### config.mk
export PLATFORM = sky130hd
export DESIGN_NAME = prefix_adder_top
export DESIGN_NICKNAME = d
export VERILOG_FILES = /design/src/design/adder_arith_pkg.sv /design/src/design/adder_flow_pkg.sv /design/src/design/prefix_adder_top.sv /design/src/design/prefix_back.sv /design/src/design/prefix_front.sv /design/src/design/credit_gate.sv
export SDC_FILE = /design/constraint.sdc
export NUM_CORES = 1
export LEC_CHECK = 0
export BUFFER_PORTS_ARGS = -buffer_cell sky130_fd_sc_hd__buf_2
export CORE_MARGIN = 3
export CORE_UTILIZATION = 56
export DETAILED_ROUTE_END_ITERATION = 16
export GPL_TIMING_DRIVEN = 1
export PLACE_DENSITY_LB_ADDON = 0.08
export SLEW_MARGIN = 20
export SYNTH_ARGS = -nofsm -noshare
export SYNTH_HDL_FRONTEND = slang
export SYNTH_SLANG_ARGS = --single-unit
export TNS_END_PERCENT = 5
### constraint.sdc
create_clock -name clk -period 6.5 [get_ports clk]
set_input_delay 0.975 -clock clk [delete_from_list [all_inputs] [get_ports clk]]
set_output_delay 0.975 -clock clk [all_outputs]
set_load 0.02 [all_outputs]
### src/design/adder_arith_pkg.sv
// Arithmetic definitions for the pipelined 64-bit prefix adder.
// Holds the operand width, the prefix level counts, the packed
// propagate/generate vector and the Sklansky level function used by
// both pipeline stages of the prefix network.

`default_nettype none

package adder_arith_pkg;

        localparam int adder_width = 64;
        localparam int prefix_levels = $clog2(adder_width);
        // levels done before the first pipeline register
        localparam int front_levels = 3;

        // index zero holds cin as generate, zero as propagate
        typedef struct packed {
                logic [adder_width:0] p;
                logic [adder_width:0] g;
        } pg_vec_t;

        // front-to-back pipeline register contents
        typedef struct packed {
                pg_vec_t pg;
                logic [adder_width:1] prop;
                logic valid;
        } stage_t;

        // one Sklansky level
        // positions with bit k-1 set take in the last position of the
        // block just below them, the rest pass through
        function automatic pg_vec_t prefix_level(input pg_vec_t v, input int unsigned k);
                pg_vec_t r;
                int unsigned j;
                r = v;
                for (int unsigned i = 0; i <= adder_width; i++) begin
                        if (((i >> (k - 1)) & 1) != 0) begin
                                j = ((i >> (k - 1)) << (k - 1)) - 1;
                                r.g[i] = v.g[i] | (v.p[i] & v.g[j]);
                                r.p[i] = v.p[i] & v.p[j];
                        end
                end
                return r;
        endfunction

endpackage

`default_nettype wire
### src/design/adder_flow_pkg.sv
// Transport definitions for the prefix adder ports.
// Request and result structs plus the credit depth granted to the
// result sink after reset.

`default_nettype none

package adder_flow_pkg;

        localparam int credit_depth = 4;

        // must hold 0 .. credit_depth
        typedef logic [$clog2(credit_depth + 1)-1:0] credit_cnt_t;

        typedef struct packed {
                logic [adder_arith_pkg::adder_width-1:0] a;
                logic [adder_arith_pkg::adder_width-1:0] b;
                logic cin;
        } add_req_t;

        typedef struct packed {
                logic [adder_arith_pkg::adder_width-1:0] sum;
                logic cout;
        } add_rsp_t;

endpackage

`default_nettype wire

### src/design/prefix_adder_top.sv
// Top level of the pipelined 64-bit prefix adder.
// One operation per cycle, result two cycles after acceptance, with
// credit-based flow control on the result port. Connects the credit
// gate and the two prefix stages.

`default_nettype none

module prefix_adder_top (
        input  logic                      clk,
        input  logic                      rst_n,
        input  adder_flow_pkg::add_req_t  req,
        input  logic                      req_valid,
        output logic                      req_ready,
        output adder_flow_pkg::add_rsp_t  rsp,
        output logic                      rsp_valid,
        input  logic                      credit_return
);

        import adder_arith_pkg::*;

        logic accept;
        stage_t stage;

        assign accept = req_valid & req_ready;

        credit_gate credit_gate_inst (
                .clk           (clk),
                .rst_n         (rst_n),
                .req_valid     (req_valid),
                .credit_return (credit_return),
                .req_ready     (req_ready)
        );

        prefix_front prefix_front_inst (
                .clk    (clk),
                .rst_n  (rst_n),
                .req    (req),
                .accept (accept),
                .stage  (stage)
        );

        prefix_back prefix_back_inst (
                .clk       (clk),
                .rst_n     (rst_n),
                .stage     (stage),
                .rsp       (rsp),
                .rsp_valid (rsp_valid)
        );

endmodule

`default_nettype wire

### src/design/prefix_back.sv
// Second stage of the pipelined prefix adder.
// Finishes the upper Sklansky levels on the registered groups, builds
// the sum from the raw propagate bits and the carries into each
// position, and registers the result for the sink.

`default_nettype none

module prefix_back (
        input  logic                      clk,
        input  logic                      rst_n,
        input  adder_arith_pkg::stage_t   stage,
        output adder_flow_pkg::add_rsp_t  rsp,
        output logic                      rsp_valid
);

        import adder_arith_pkg::*;
        import adder_flow_pkg::*;

        pg_vec_t pg_fin;
        add_rsp_t rsp_d;

        always_comb begin
                pg_fin = stage.pg;
                for (int k = front_levels + 1; k <= prefix_levels; k++) begin
                        pg_fin = prefix_level(pg_fin, k);
                end
        end

        // carry into bit i is the group generate of position i-1
        always_comb begin
                rsp_d.sum = stage.prop ^ pg_fin.g[adder_width-1:0];
                // top position never combines and still holds the raw p/g
                rsp_d.cout = pg_fin.g[adder_width] |
                        (pg_fin.p[adder_width] & pg_fin.g[adder_width-1]);
        end

        always_ff @(posedge clk) begin
                if (!rst_n) begin
                        rsp_valid <= 1'b0;
                end else begin
                        rsp_valid <= stage.valid;
                end
                if (stage.valid) begin
                        rsp <= rsp_d;
                end
        end

        // a result never leaves with unknown bits
        a_rsp_known: assert property (@(posedge clk) disable iff (!rst_n)
                rsp_valid |-> !$isunknown(rsp));

endmodule

`default_nettype wire

### src/design/prefix_front.sv
// First stage of the pipelined prefix adder.
// Forms propagate/generate with cin injected at position zero, runs
// the lower Sklansky levels and registers the partial groups together
// with the raw propagate bits needed later for the sum.

`default_nettype none

module prefix_front (
        input  logic                      clk,
        input  logic                      rst_n,
        input  adder_flow_pkg::add_req_t  req,
        input  logic                      accept,
        output adder_arith_pkg::stage_t   stage
);

        import adder_arith_pkg::*;

        pg_vec_t pg_in;
        pg_vec_t pg_mid;

        always_comb begin
                pg_in.p = {req.a ^ req.b, 1'b0};
                pg_in.g = {req.a & req.b, req.cin};
        end

        always_comb begin
                pg_mid = pg_in;
                for (int k = 1; k <= front_levels; k++) begin
                        pg_mid = prefix_level(pg_mid, k);
                end
        end

        // payload only loads on accept, valid follows accept
        always_ff @(posedge clk) begin
                if (!rst_n) begin
                        stage.valid <= 1'b0;
                end else begin
                        stage.valid <= accept;
                end
                if (accept) begin
                        stage.pg <= pg_mid;
                        stage.prop <= pg_in.p[adder_width:1];
                end
        end

endmodule

`default_nettype wire

### src/design/credit_gate.sv
// Credit counter in front of the adder pipeline.
// A credit is spent on every accepted operation and given back by a
// credit_return pulse from the sink. New operations enter only while
// at least one credit is held.

`default_nettype none

module credit_gate (
        input  logic clk,
        input  logic rst_n,
        input  logic req_valid,
        input  logic credit_return,
        output logic req_ready
);

        import adder_flow_pkg::*;

        credit_cnt_t credit_cnt;
        logic accept;

        assign accept = req_valid & req_ready;
        assign req_ready = (credit_cnt != '0);

        always_ff @(posedge clk) begin
                if (!rst_n) begin
                        credit_cnt <= credit_cnt_t'(credit_depth);
                end else begin
                        case ({accept, credit_return})
                                2'b10: credit_cnt <= credit_cnt - 1'b1;
                                2'b01: credit_cnt <= credit_cnt + 1'b1;
                                // both or neither leave the count alone
                                default: credit_cnt <= credit_cnt;
                        endcase
                end
        end

        // sink returned a slot it was never given
        a_no_return_when_full: assert property (@(posedge clk) disable iff (!rst_n)
                credit_return |-> credit_cnt != credit_cnt_t'(credit_depth));

        a_cnt_in_range: assert property (@(posedge clk) disable iff (!rst_n)
                credit_cnt <= credit_cnt_t'(credit_depth));

endmodule

`default_nettype wire

# == Word-level counts from Yosys, hierarchy flattened ==
# Cells that the tools add are included.
# classes
addsub,2
multipliers,0
div,0
magnitude_cmp,0
eq_ne,2
shift,0
mux,1
bitwise_logic,519
n_reduce_logical,2
# ops
cell,count
1-bit bitwise AND,323
1-bit bitwise OR,193
64-bit XOR,2
64-bit bitwise AND,1
3-bit one-hot mux with 2 select lines,1
"3-bit by 1-bit adder with 3-bit output, second input constant",1
3-bit nonzero test,1
"3-bit by 1-bit subtractor with 3-bit output, second input constant",1
"2-bit by 1-bit == test with 1-bit output, second input constant",1
"2-bit == test, second input constant",1
2-bit nonzero test,1
# totals
ff_bits,256
latch_bits,0
ram_bits,0
rom_bits,0
mem_count,0

# == Longest topological paths before layout ==
# Gate-level depths: netlist (run 1).
# depth
depth_word,8
depth_mapped,8
ltp_nobuf,8

# == Cells and area by module ==
# From an unflattened synthesis (run 1), not the netlist that was laid out.
# hier_totals
hier_cells,705
area_unflattened_um2,10844.2
# modules_own_cells
module,instances,cells_each,area_per_inst_um2,seq_area_each_um2
prefix_front,1,449,7452.1,5365.1
prefix_back,1,239,3223.1,1971.9
credit_gate,1,16,162.7,60.1
prefix_adder_top,1,1,6.3,0.0

# == Least setup slack after synthesis (run 1) ==
# Ideal clock, no wire load.
# synth_timing
path_kind,input port to flip-flop
from,input req_valid
to,register prefix_front_inst.stage[100] (netlist name)
t_arrival_ns,4.488
t_required_ns,5.970
setup_slack_ns,1.482
cell_stages,2
n_path_buf,0
cell_sequence,nand2_1 inv_1
# synth_via
elab_chain_len,1
# synth_lines
item,line_no,text
"start, declared",prefix_adder_top.sv:12,"input logic req_valid,"
1-bit bitwise AND,prefix_adder_top.sv:24,assign accept = req_valid & req_ready;
via accept,prefix_adder_top.sv:21,logic accept;
# The timed path passes the listed nets, and every way through them passes these cells.
# A chain may end at the register's enable or synchronous reset.

# == Worst setup path in the final report (run 1) ==
# layout_timing
from,register credit_gate_inst.credit_cnt[0]
to,register prefix_front_inst.stage[179] (netlist name)
# layout_via
elab_chain_len,2
# layout_lines
item,line_no,text
"start, declared",credit_gate.sv:18,credit_cnt_t credit_cnt;
"start signal, assigned",credit_gate.sv:26,credit_cnt <= credit_cnt_t'(credit_depth);
"start signal, assigned",credit_gate.sv:29,2'b10: credit_cnt <= credit_cnt - 1'b1;
"start signal, assigned",credit_gate.sv:30,2'b01: credit_cnt <= credit_cnt + 1'b1;
3-bit nonzero test,credit_gate.sv:22,assign req_ready = (credit_cnt != '0);
1-bit bitwise AND,prefix_adder_top.sv:24,
via accept,prefix_adder_top.sv:21,
# The timed path passes the listed nets, and every way through them passes these cells.

==> impl_results.md, run 1 <==
* Finished Cell Area at 12900 um^2
* Final ANT Viol Nets at 0
* Area fraction of the dominant cell type after synthesis at 0.678
* Vias in the first global route at 6511
* Dpl cell area at 12000 um^2
* Port Buffers at 199
* Ys async rst share at 0
* Clock skew at 0.0184 ns
* Met2 Resource Use GR at 0.326
* Fin. max-slew vios at 0
* Post-layout nets at 1119
* Die X-Extent at 145 um
* Post-synth EDFFs at 243
* Crit. End Element: flop
* Setup tns final at 0 ns
* Core Util, Final at 0.690
* Post-synthesis cell count at 694
* Average wire per standard cell at 16.9 um
* H-Tree Depth at 1
* CP top delay family: buffers and inverters
* Count of cell types in the netlist at 45
* Via-to-Cell Ratio at 5.52
* Synth Cell Area at 10800 um^2
* Maximum clock path buffer count at 3
* Leakage Power at 5.32 nW
* Layout area overhead at 20.2%
* CP Launch Type: flop
* Site Rows at 50
* Req. time, crit path at 6.64 ns
* GRT busiest layer: met2
* CTS root buf: clkbuf_16
* First-pass GRT wire length at 30900 um
* Post-synth top flop: edfxtp_1
* Sequential area share after synthesis at 0.687
* Most frequent cells in the layout: 243 x edfxtp_1, 199 x buf_2, 69 x ha_1
* Flops & latches, synth at 248
* Crit Path Max Fanout at 116
* Final Cycle Share at 0.400
* RSZ-0062 raised after global routing: false
* Finish-stage setup viols at 0
* Worst-margin pin slew at 1.00 ns
* CP peak stage delay at 0.74 ns
* Hold Violations, Final at 0
* Cts hold-fix bufs at 0
* Leading cell type in the layout, fill and taps excluded: edfxtp_1
* DRC Markers at 0
* Arrival time at the worst endpoint at 2.73 ns
* Layout cell share with drive strength beyond 1 at 0.286
* Total gr overflow at 0
* Fmax at 385 MHz
* Outcome: finished clean
* GR Layer Usage met1 at 0.235
* Setup CP Type: reg -> reg
* Mean Syn Cell Area at 15.5 um^2
* Largest net degree at the start of global routing at 117
* Core footprint at 18800 um^2
* Reg area at 7400 um^2
* CP bufs+invs at 2
* Global Route Usage Sum at 0.184
* Starting DRC count in detailed routing at 451
* Initial antenna violation count at 1
* Post-cts sizing count at 0
* Ports at 200
* Hold WC Path Type: reg -> reg
* CP Cell Sequence: or3_1 > nand2_1 > inv_6 > buf_4
* Dpl hpwl at 13900 um
* Multi-input gate area at 3290 um^2
* Vias at 6456
* Max transition margin at 0.331
* Peak VDD IR at 211 uV
* Biggest area consumer among synthesized cells: edfxtp_1
* Pwr dens at 350 nW/um^2
* Largest cells by area after synthesis: edfxtp_1 68%, ha_1 8.0%, xnor2_1 3.7%
* Max cap viols at 0
* Total wire length at 19700 um
* Power, Total at 4.53 mW
* Sink Count at 248
* DIE HEIGHT at 145 um
* Met3 Resource Use GR at 0.0325
* Initial core utilization at 0.574
* Drt pass-1 iters at 5
* Yosys warning total at 0
* Clock transition at path regs at 0.06 ns
* Placer Congestion at 0.868
* Syn_nets at 897
* Fillers at 1320
* Minimum clock period at 2.60 ns
* Postcts setup bufs at 0
* Worst-Skew Late Latency at 0.52 ns
* Number of CTS-inserted buffers at 26
* CP max stage cell: buf_4
* Die ar. at 20900 um^2
* CTS tree: built
* Antenna fix cells at 0
-- cells by family (layout without fill, tap and decap cells) --
family	Yosys count	count (layout)	share of synthesized area
simple gates	162	162	0.0801
mux	2	2	0.00198
fa+ha+maj	70	70	0.0820
compound gates	143	143	0.0968
flops	248	248	0.687
buf+inv	14	255	0.00755
xor+xnor	55	55	0.0447
-- metal layers --
| metal | wire length (um) | up-vias |
|---|---|---|
| li1 | - | 3128 |
| met1 | 8100 | 3094 |
| met2 | 10100 | 205 |
| met3 | 1130 | 27 |
| met4 | 384 | 2 |
| met5 | 13 | - |
-- cell type report --
| class | count | area share |
|---|---|---|
| Tap cell | 234 | 0.0226 |
| Timing Repair Buffer | 201 | 0.0781 |
| Clock inverter | 17 | 0.0177 |
| Multi-Input combinational cell | 432 | 0.254 |
| Sequential cell | 248 | 0.572 |
| Clock buffer | 30 | 0.0531 |
| Inverter | 7 | 0.00261 |
-- worst paths after layout --
kind	startpoint	end	slack (ns)	cells after the start
max	credit_gate_inst.credit_cnt[0]	prefix_front_inst.stage[179]	3.90	4
min	prefix_front_inst.stage[129]	prefix_back_inst.rsp[0]	0.52	1
max reg2reg	credit_gate_inst.credit_cnt[0]	prefix_front_inst.stage[179]	3.90	4
min reg2reg	prefix_front_inst.stage[129]	prefix_back_inst.rsp[0]	0.52	1
-- flip-flops by register name, indices dropped and copies added (netlist names) --
name,cells
prefix_front_inst.stage,179
prefix_back_inst.rsp,65
credit_gate_inst.credit_cnt,3
prefix_back_inst.rsp_valid,1
-- cell usage after synthesis, types with 2 or more instances --
cell type and n:
edfxtp_1 243, ha_1 69, a21o_1 48, xnor2_1 45, nor2_1 35, a21oi_1 34
and2_1 31, nand2_1 30, and3_1 26, or3_1 15, o21ai_0 10, xor2_1 10
a21oi_2 8, a311oi_1 7, a31oi_1 7, nor2b_1 7, o31ai_1 7, a2111oi_0 6
inv_1 6, nor3b_1 6, o311ai_1 6, dfxtp_1 5, buf_4 3, nand3_1 3
and4_1 2, buf_6 2, clkbuf_1 2, nand2b_1 2, nor3_1 2, or2_2 2
-- metrics by stage --
stage	instances	worst slack, ns	hold slack [ns]
2_1_floorplan	694	1.48	0.471
6_report	1169	3.90	0.520
4_1_cts	1169	3.86	0.516
5_1_grt	1169	3.65	0.543
3_5_place_dp	1122	3.34	0.502
3_3_place_gp	1122	3.41	0.481
-- power breakdown --
part	internal [mW]	leakage, nW	switching, mW
clock network	0.960	0.445	0.597
logic	0.287	2.47	0.433
registers	2.12	2.41	0.133
Note: power is estimated with default switching activity, not from simulation.
==> run 2, diff against run 1 <==
==> constraint.sdc (replaced) <==
create_clock -name clk -period 2.4 [get_ports clk]
set_input_delay 0.36 -clock clk [delete_from_list [all_inputs] [get_ports clk]]
set_output_delay 0.36 -clock clk [all_outputs]
set_load 0.02 [all_outputs]
==> impl_results.md, run 2 (synthesized netlist as in run 1, its figures left out) <==
* Outcome: finished clean
* Global Route Usage Sum at 0.189 (+0.00475)
* Worst Setup SP: credit_gate_inst.credit_cnt[0]
* Met2 Resource Use GR at 0.335 (+0.00902)
* DIE HEIGHT at 145 um (unchanged)
* Req. time, crit path at 2.84 ns (-3.80 ns)
* Port Buffers at 199 (unchanged)
* Dpl cell area at 12100 um^2 (+0.75%)
* Post-Layout Cell Count at 1175 (+0.51%)
* Met3 Resource Use GR at 0.0404 (+0.00789)
* Average wire per standard cell at 17.2 um (+2.3%)
* Layout area overhead at 20.3% (about the same)
* Setup tns final at 0 ns (unchanged)
* Psw at 3.08 mW (+160%)
* Largest net degree at the start of global routing at 116 (-0.85%)
* Die X-Extent at 145 um (unchanged)
* Via-to-Cell Ratio at 5.50 (-0.50%)
* Crit. End Element: flop
* CTS root buf: clkbuf_16
* GR Layer Usage met1 at 0.239 (+0.00409)
* Pwr dens at 925 nW/um^2 (+160%)
* CP Launch Type: flop
* Sink Count at 248 (unchanged)
* Finished Cell Area at 13000 um^2 (about the same)
* Cells after DPL at 1129 (+0.62%)
* Peak VDD IR at 654 uV (+210%)
* Total wire length at 20300 um (+2.8%)
* Leakage Power at 5.33 nW (+0.10%)
* Hold Violations, Final at 0 (unchanged)
* Top reg by flops: prefix_front_inst.stage
* Vias in the first global route at 6591 (+1.2%)
* Placer Congestion at 0.903 (+4.0%)
* Worst-margin pin slew at 0.696 ns (-0.308 ns)
* Net Sw Frac at 0.257 (+0.000306)
* Total gr overflow at 0 (unchanged)
* Post-cts sizing count at 0 (unchanged)
* Top Registers: prefix_front_inst.stage x179, prefix_back_inst.rsp x65, credit_gate_inst.credit_cnt x3
* Dpl hpwl at 14500 um (+4.4%)
* Max transition margin at 0.533 (+0.202)
* Most frequent cells in the layout: 243 x edfxtp_1, 199 x buf_2, 69 x ha_1
* Maximum clock path buffer count at 3 (unchanged)
* Ports at 200 (unchanged)
* Max cap viols at 0 (unchanged)
* Clock skew at 0.00625 ns (-0.0121 ns)
* Int Pwr at 8.91 mW (+160%)
* Comb power frac at 0.171 (+0.012)
* Layout cell share with drive strength beyond 1 at 0.287 (+0.00137)
* R2r worst-path depth at 8 (+4)
* RSZ-0062 raised after global routing: false
* Initial antenna violation count at 2 (+1)
* Leading cell type in the layout, fill and taps excluded: edfxtp_1
* Postcts setup bufs at 0 (unchanged)
* R2R setup slack at 0.26 ns (-3.65 ns)
* Final Cycle Share at 0.893 (+0.494)
* Minimum clock period at 2.14 ns (-0.453 ns)
* First-pass GRT wire length at 31700 um (+2.4%)
* Drt pass-1 iters at 5 (unchanged)
* Clock transition at path regs at 0.06 ns (about the same)
* PnR worst setup slack at 0.256 ns (-3.65 ns)
* DP Worst Slack at 0.191 ns (-3.15 ns)
* Worst R2R End: credit_gate_inst.credit_cnt[2]
* Initial core utilization at 0.574 (unchanged)
* Critical path endpoint: credit_gate_inst.credit_cnt[2]
* H-Tree Depth at 1 (unchanged)
* Hold WC Path Type: in -> reg
* CTS tree: built
* Setup CP Type: reg -> reg
* Die ar. at 20900 um^2 (unchanged)
* Number of CTS-inserted buffers at 26 (unchanged)
* Vias at 6457 (+0.015%)
* RR Startpoint: credit_gate_inst.credit_cnt[0]
* GRT busiest layer: met2
* Sequential Power Share at 0.505 (+0.007)
* Final ANT Viol Nets at 0 (unchanged)
* Crit Path Max Fanout at 3 (-97%)
* DRC Markers at 0 (unchanged)
* Number of flip-flops in the largest register at 179 (unchanged)
* Starting DRC count in detailed routing at 379 (-16%)
* Core footprint at 18800 um^2 (unchanged)
* Fmax at 466 MHz (+21%)
* Site Rows at 50 (unchanged)
* Antenna fix cells at 0 (unchanged)
* Finish-stage setup viols at 0 (unchanged)
* Worst-Skew Late Latency at 0.51 ns (about the same)
* Cts hold-fix bufs at 0 (unchanged)
* Fin. max-slew vios at 0 (unchanged)
* Arrival time at the worst endpoint at 2.59 ns (-0.14 ns)
* Post-layout nets at 1126 (+0.63%)
* Clk pwr share at 0.323 (-0.021)
## run 2: cell count changes in the layout (fill, tap and decap cells not counted), sizes merged
cell    previous run  this run
buf              201       208
bufinv             5         3
clkbuf            30        28
clkinv             9        14
inv                8         6
## run 2: area by class of cell
class / count / area (um^2)
multi-input cells: 432 / 3300
fillers: 1338 / 5810
clock buffers: 28 / 679
clock inverters: 18 / 156
well taps: 234 / 293
flip-flops and latches: 248 / 7400
inverters: 7 / 32.5
repair buffers: 208 / 1090
## run 2: routing by layer
layer | vias to the layer above | part of all wire | wire [um]
li1 | 3146 | - | -
met3 | 30 | 0.062 | 1260
met4 | 4 | 0.014 | 274
met2 | 182 | 0.51 | 10400
met1 | 3095 | 0.41 | 8340
met5 | - | 0.0013 | 27
## run 2: critical path, cell delays in order, from the launching register on
cell and delay [ns]:
dfxtp_2 0.34, or3_4 0.41, nand2_4 0.09, ha_1 0.18, inv_1 0.07, fa_1 0.43
xor2_1 0.15, or3_1 0.31, nand3_1 0.10
## run 2: how the worst min path moves through the flow
stage | start | to | slack, ns | depth (start not counted)
4_1_cts | req[0] | prefix_front_inst.stage[65] | 0.02 | 1
6_report | req[0] | prefix_front_inst.stage[65] | 0.04 | 1
5_1_grt | req[0] | prefix_front_inst.stage[65] | 0.02 | 1
3_5_place_dp | prefix_front_inst.stage[129] | prefix_back_inst.rsp[0] | 0.51 | 1
3_3_place_gp | prefix_front_inst.stage[129] | prefix_back_inst.rsp[0] | 0.48 | 1
2_1_floorplan | rst_n | credit_gate_inst.credit_cnt[2] | 0.43 | 1
## run 2: per-stage QoR
step	power, mW	hold slack, ns	util
floorplan	7.54	0.432	-
global placement	8.11	0.485	0.646
detailed placement	8.22	0.508	0.646
CTS	12.1	0.0188	0.690
global route	12.6	0.0233	0.690
finish	12.0	0.0406	0.690
## run 2: power groups by stage
stage	Sequential, mW	Combinational (mW)	Clock [mW]
floorplan	6.35	1.19	0
global placement	6.12	1.99	0
detailed placement	6.15	2.07	0
CTS	6.07	2.08	3.96
global route	6.13	2.28	4.17
finish	6.06	2.06	3.87
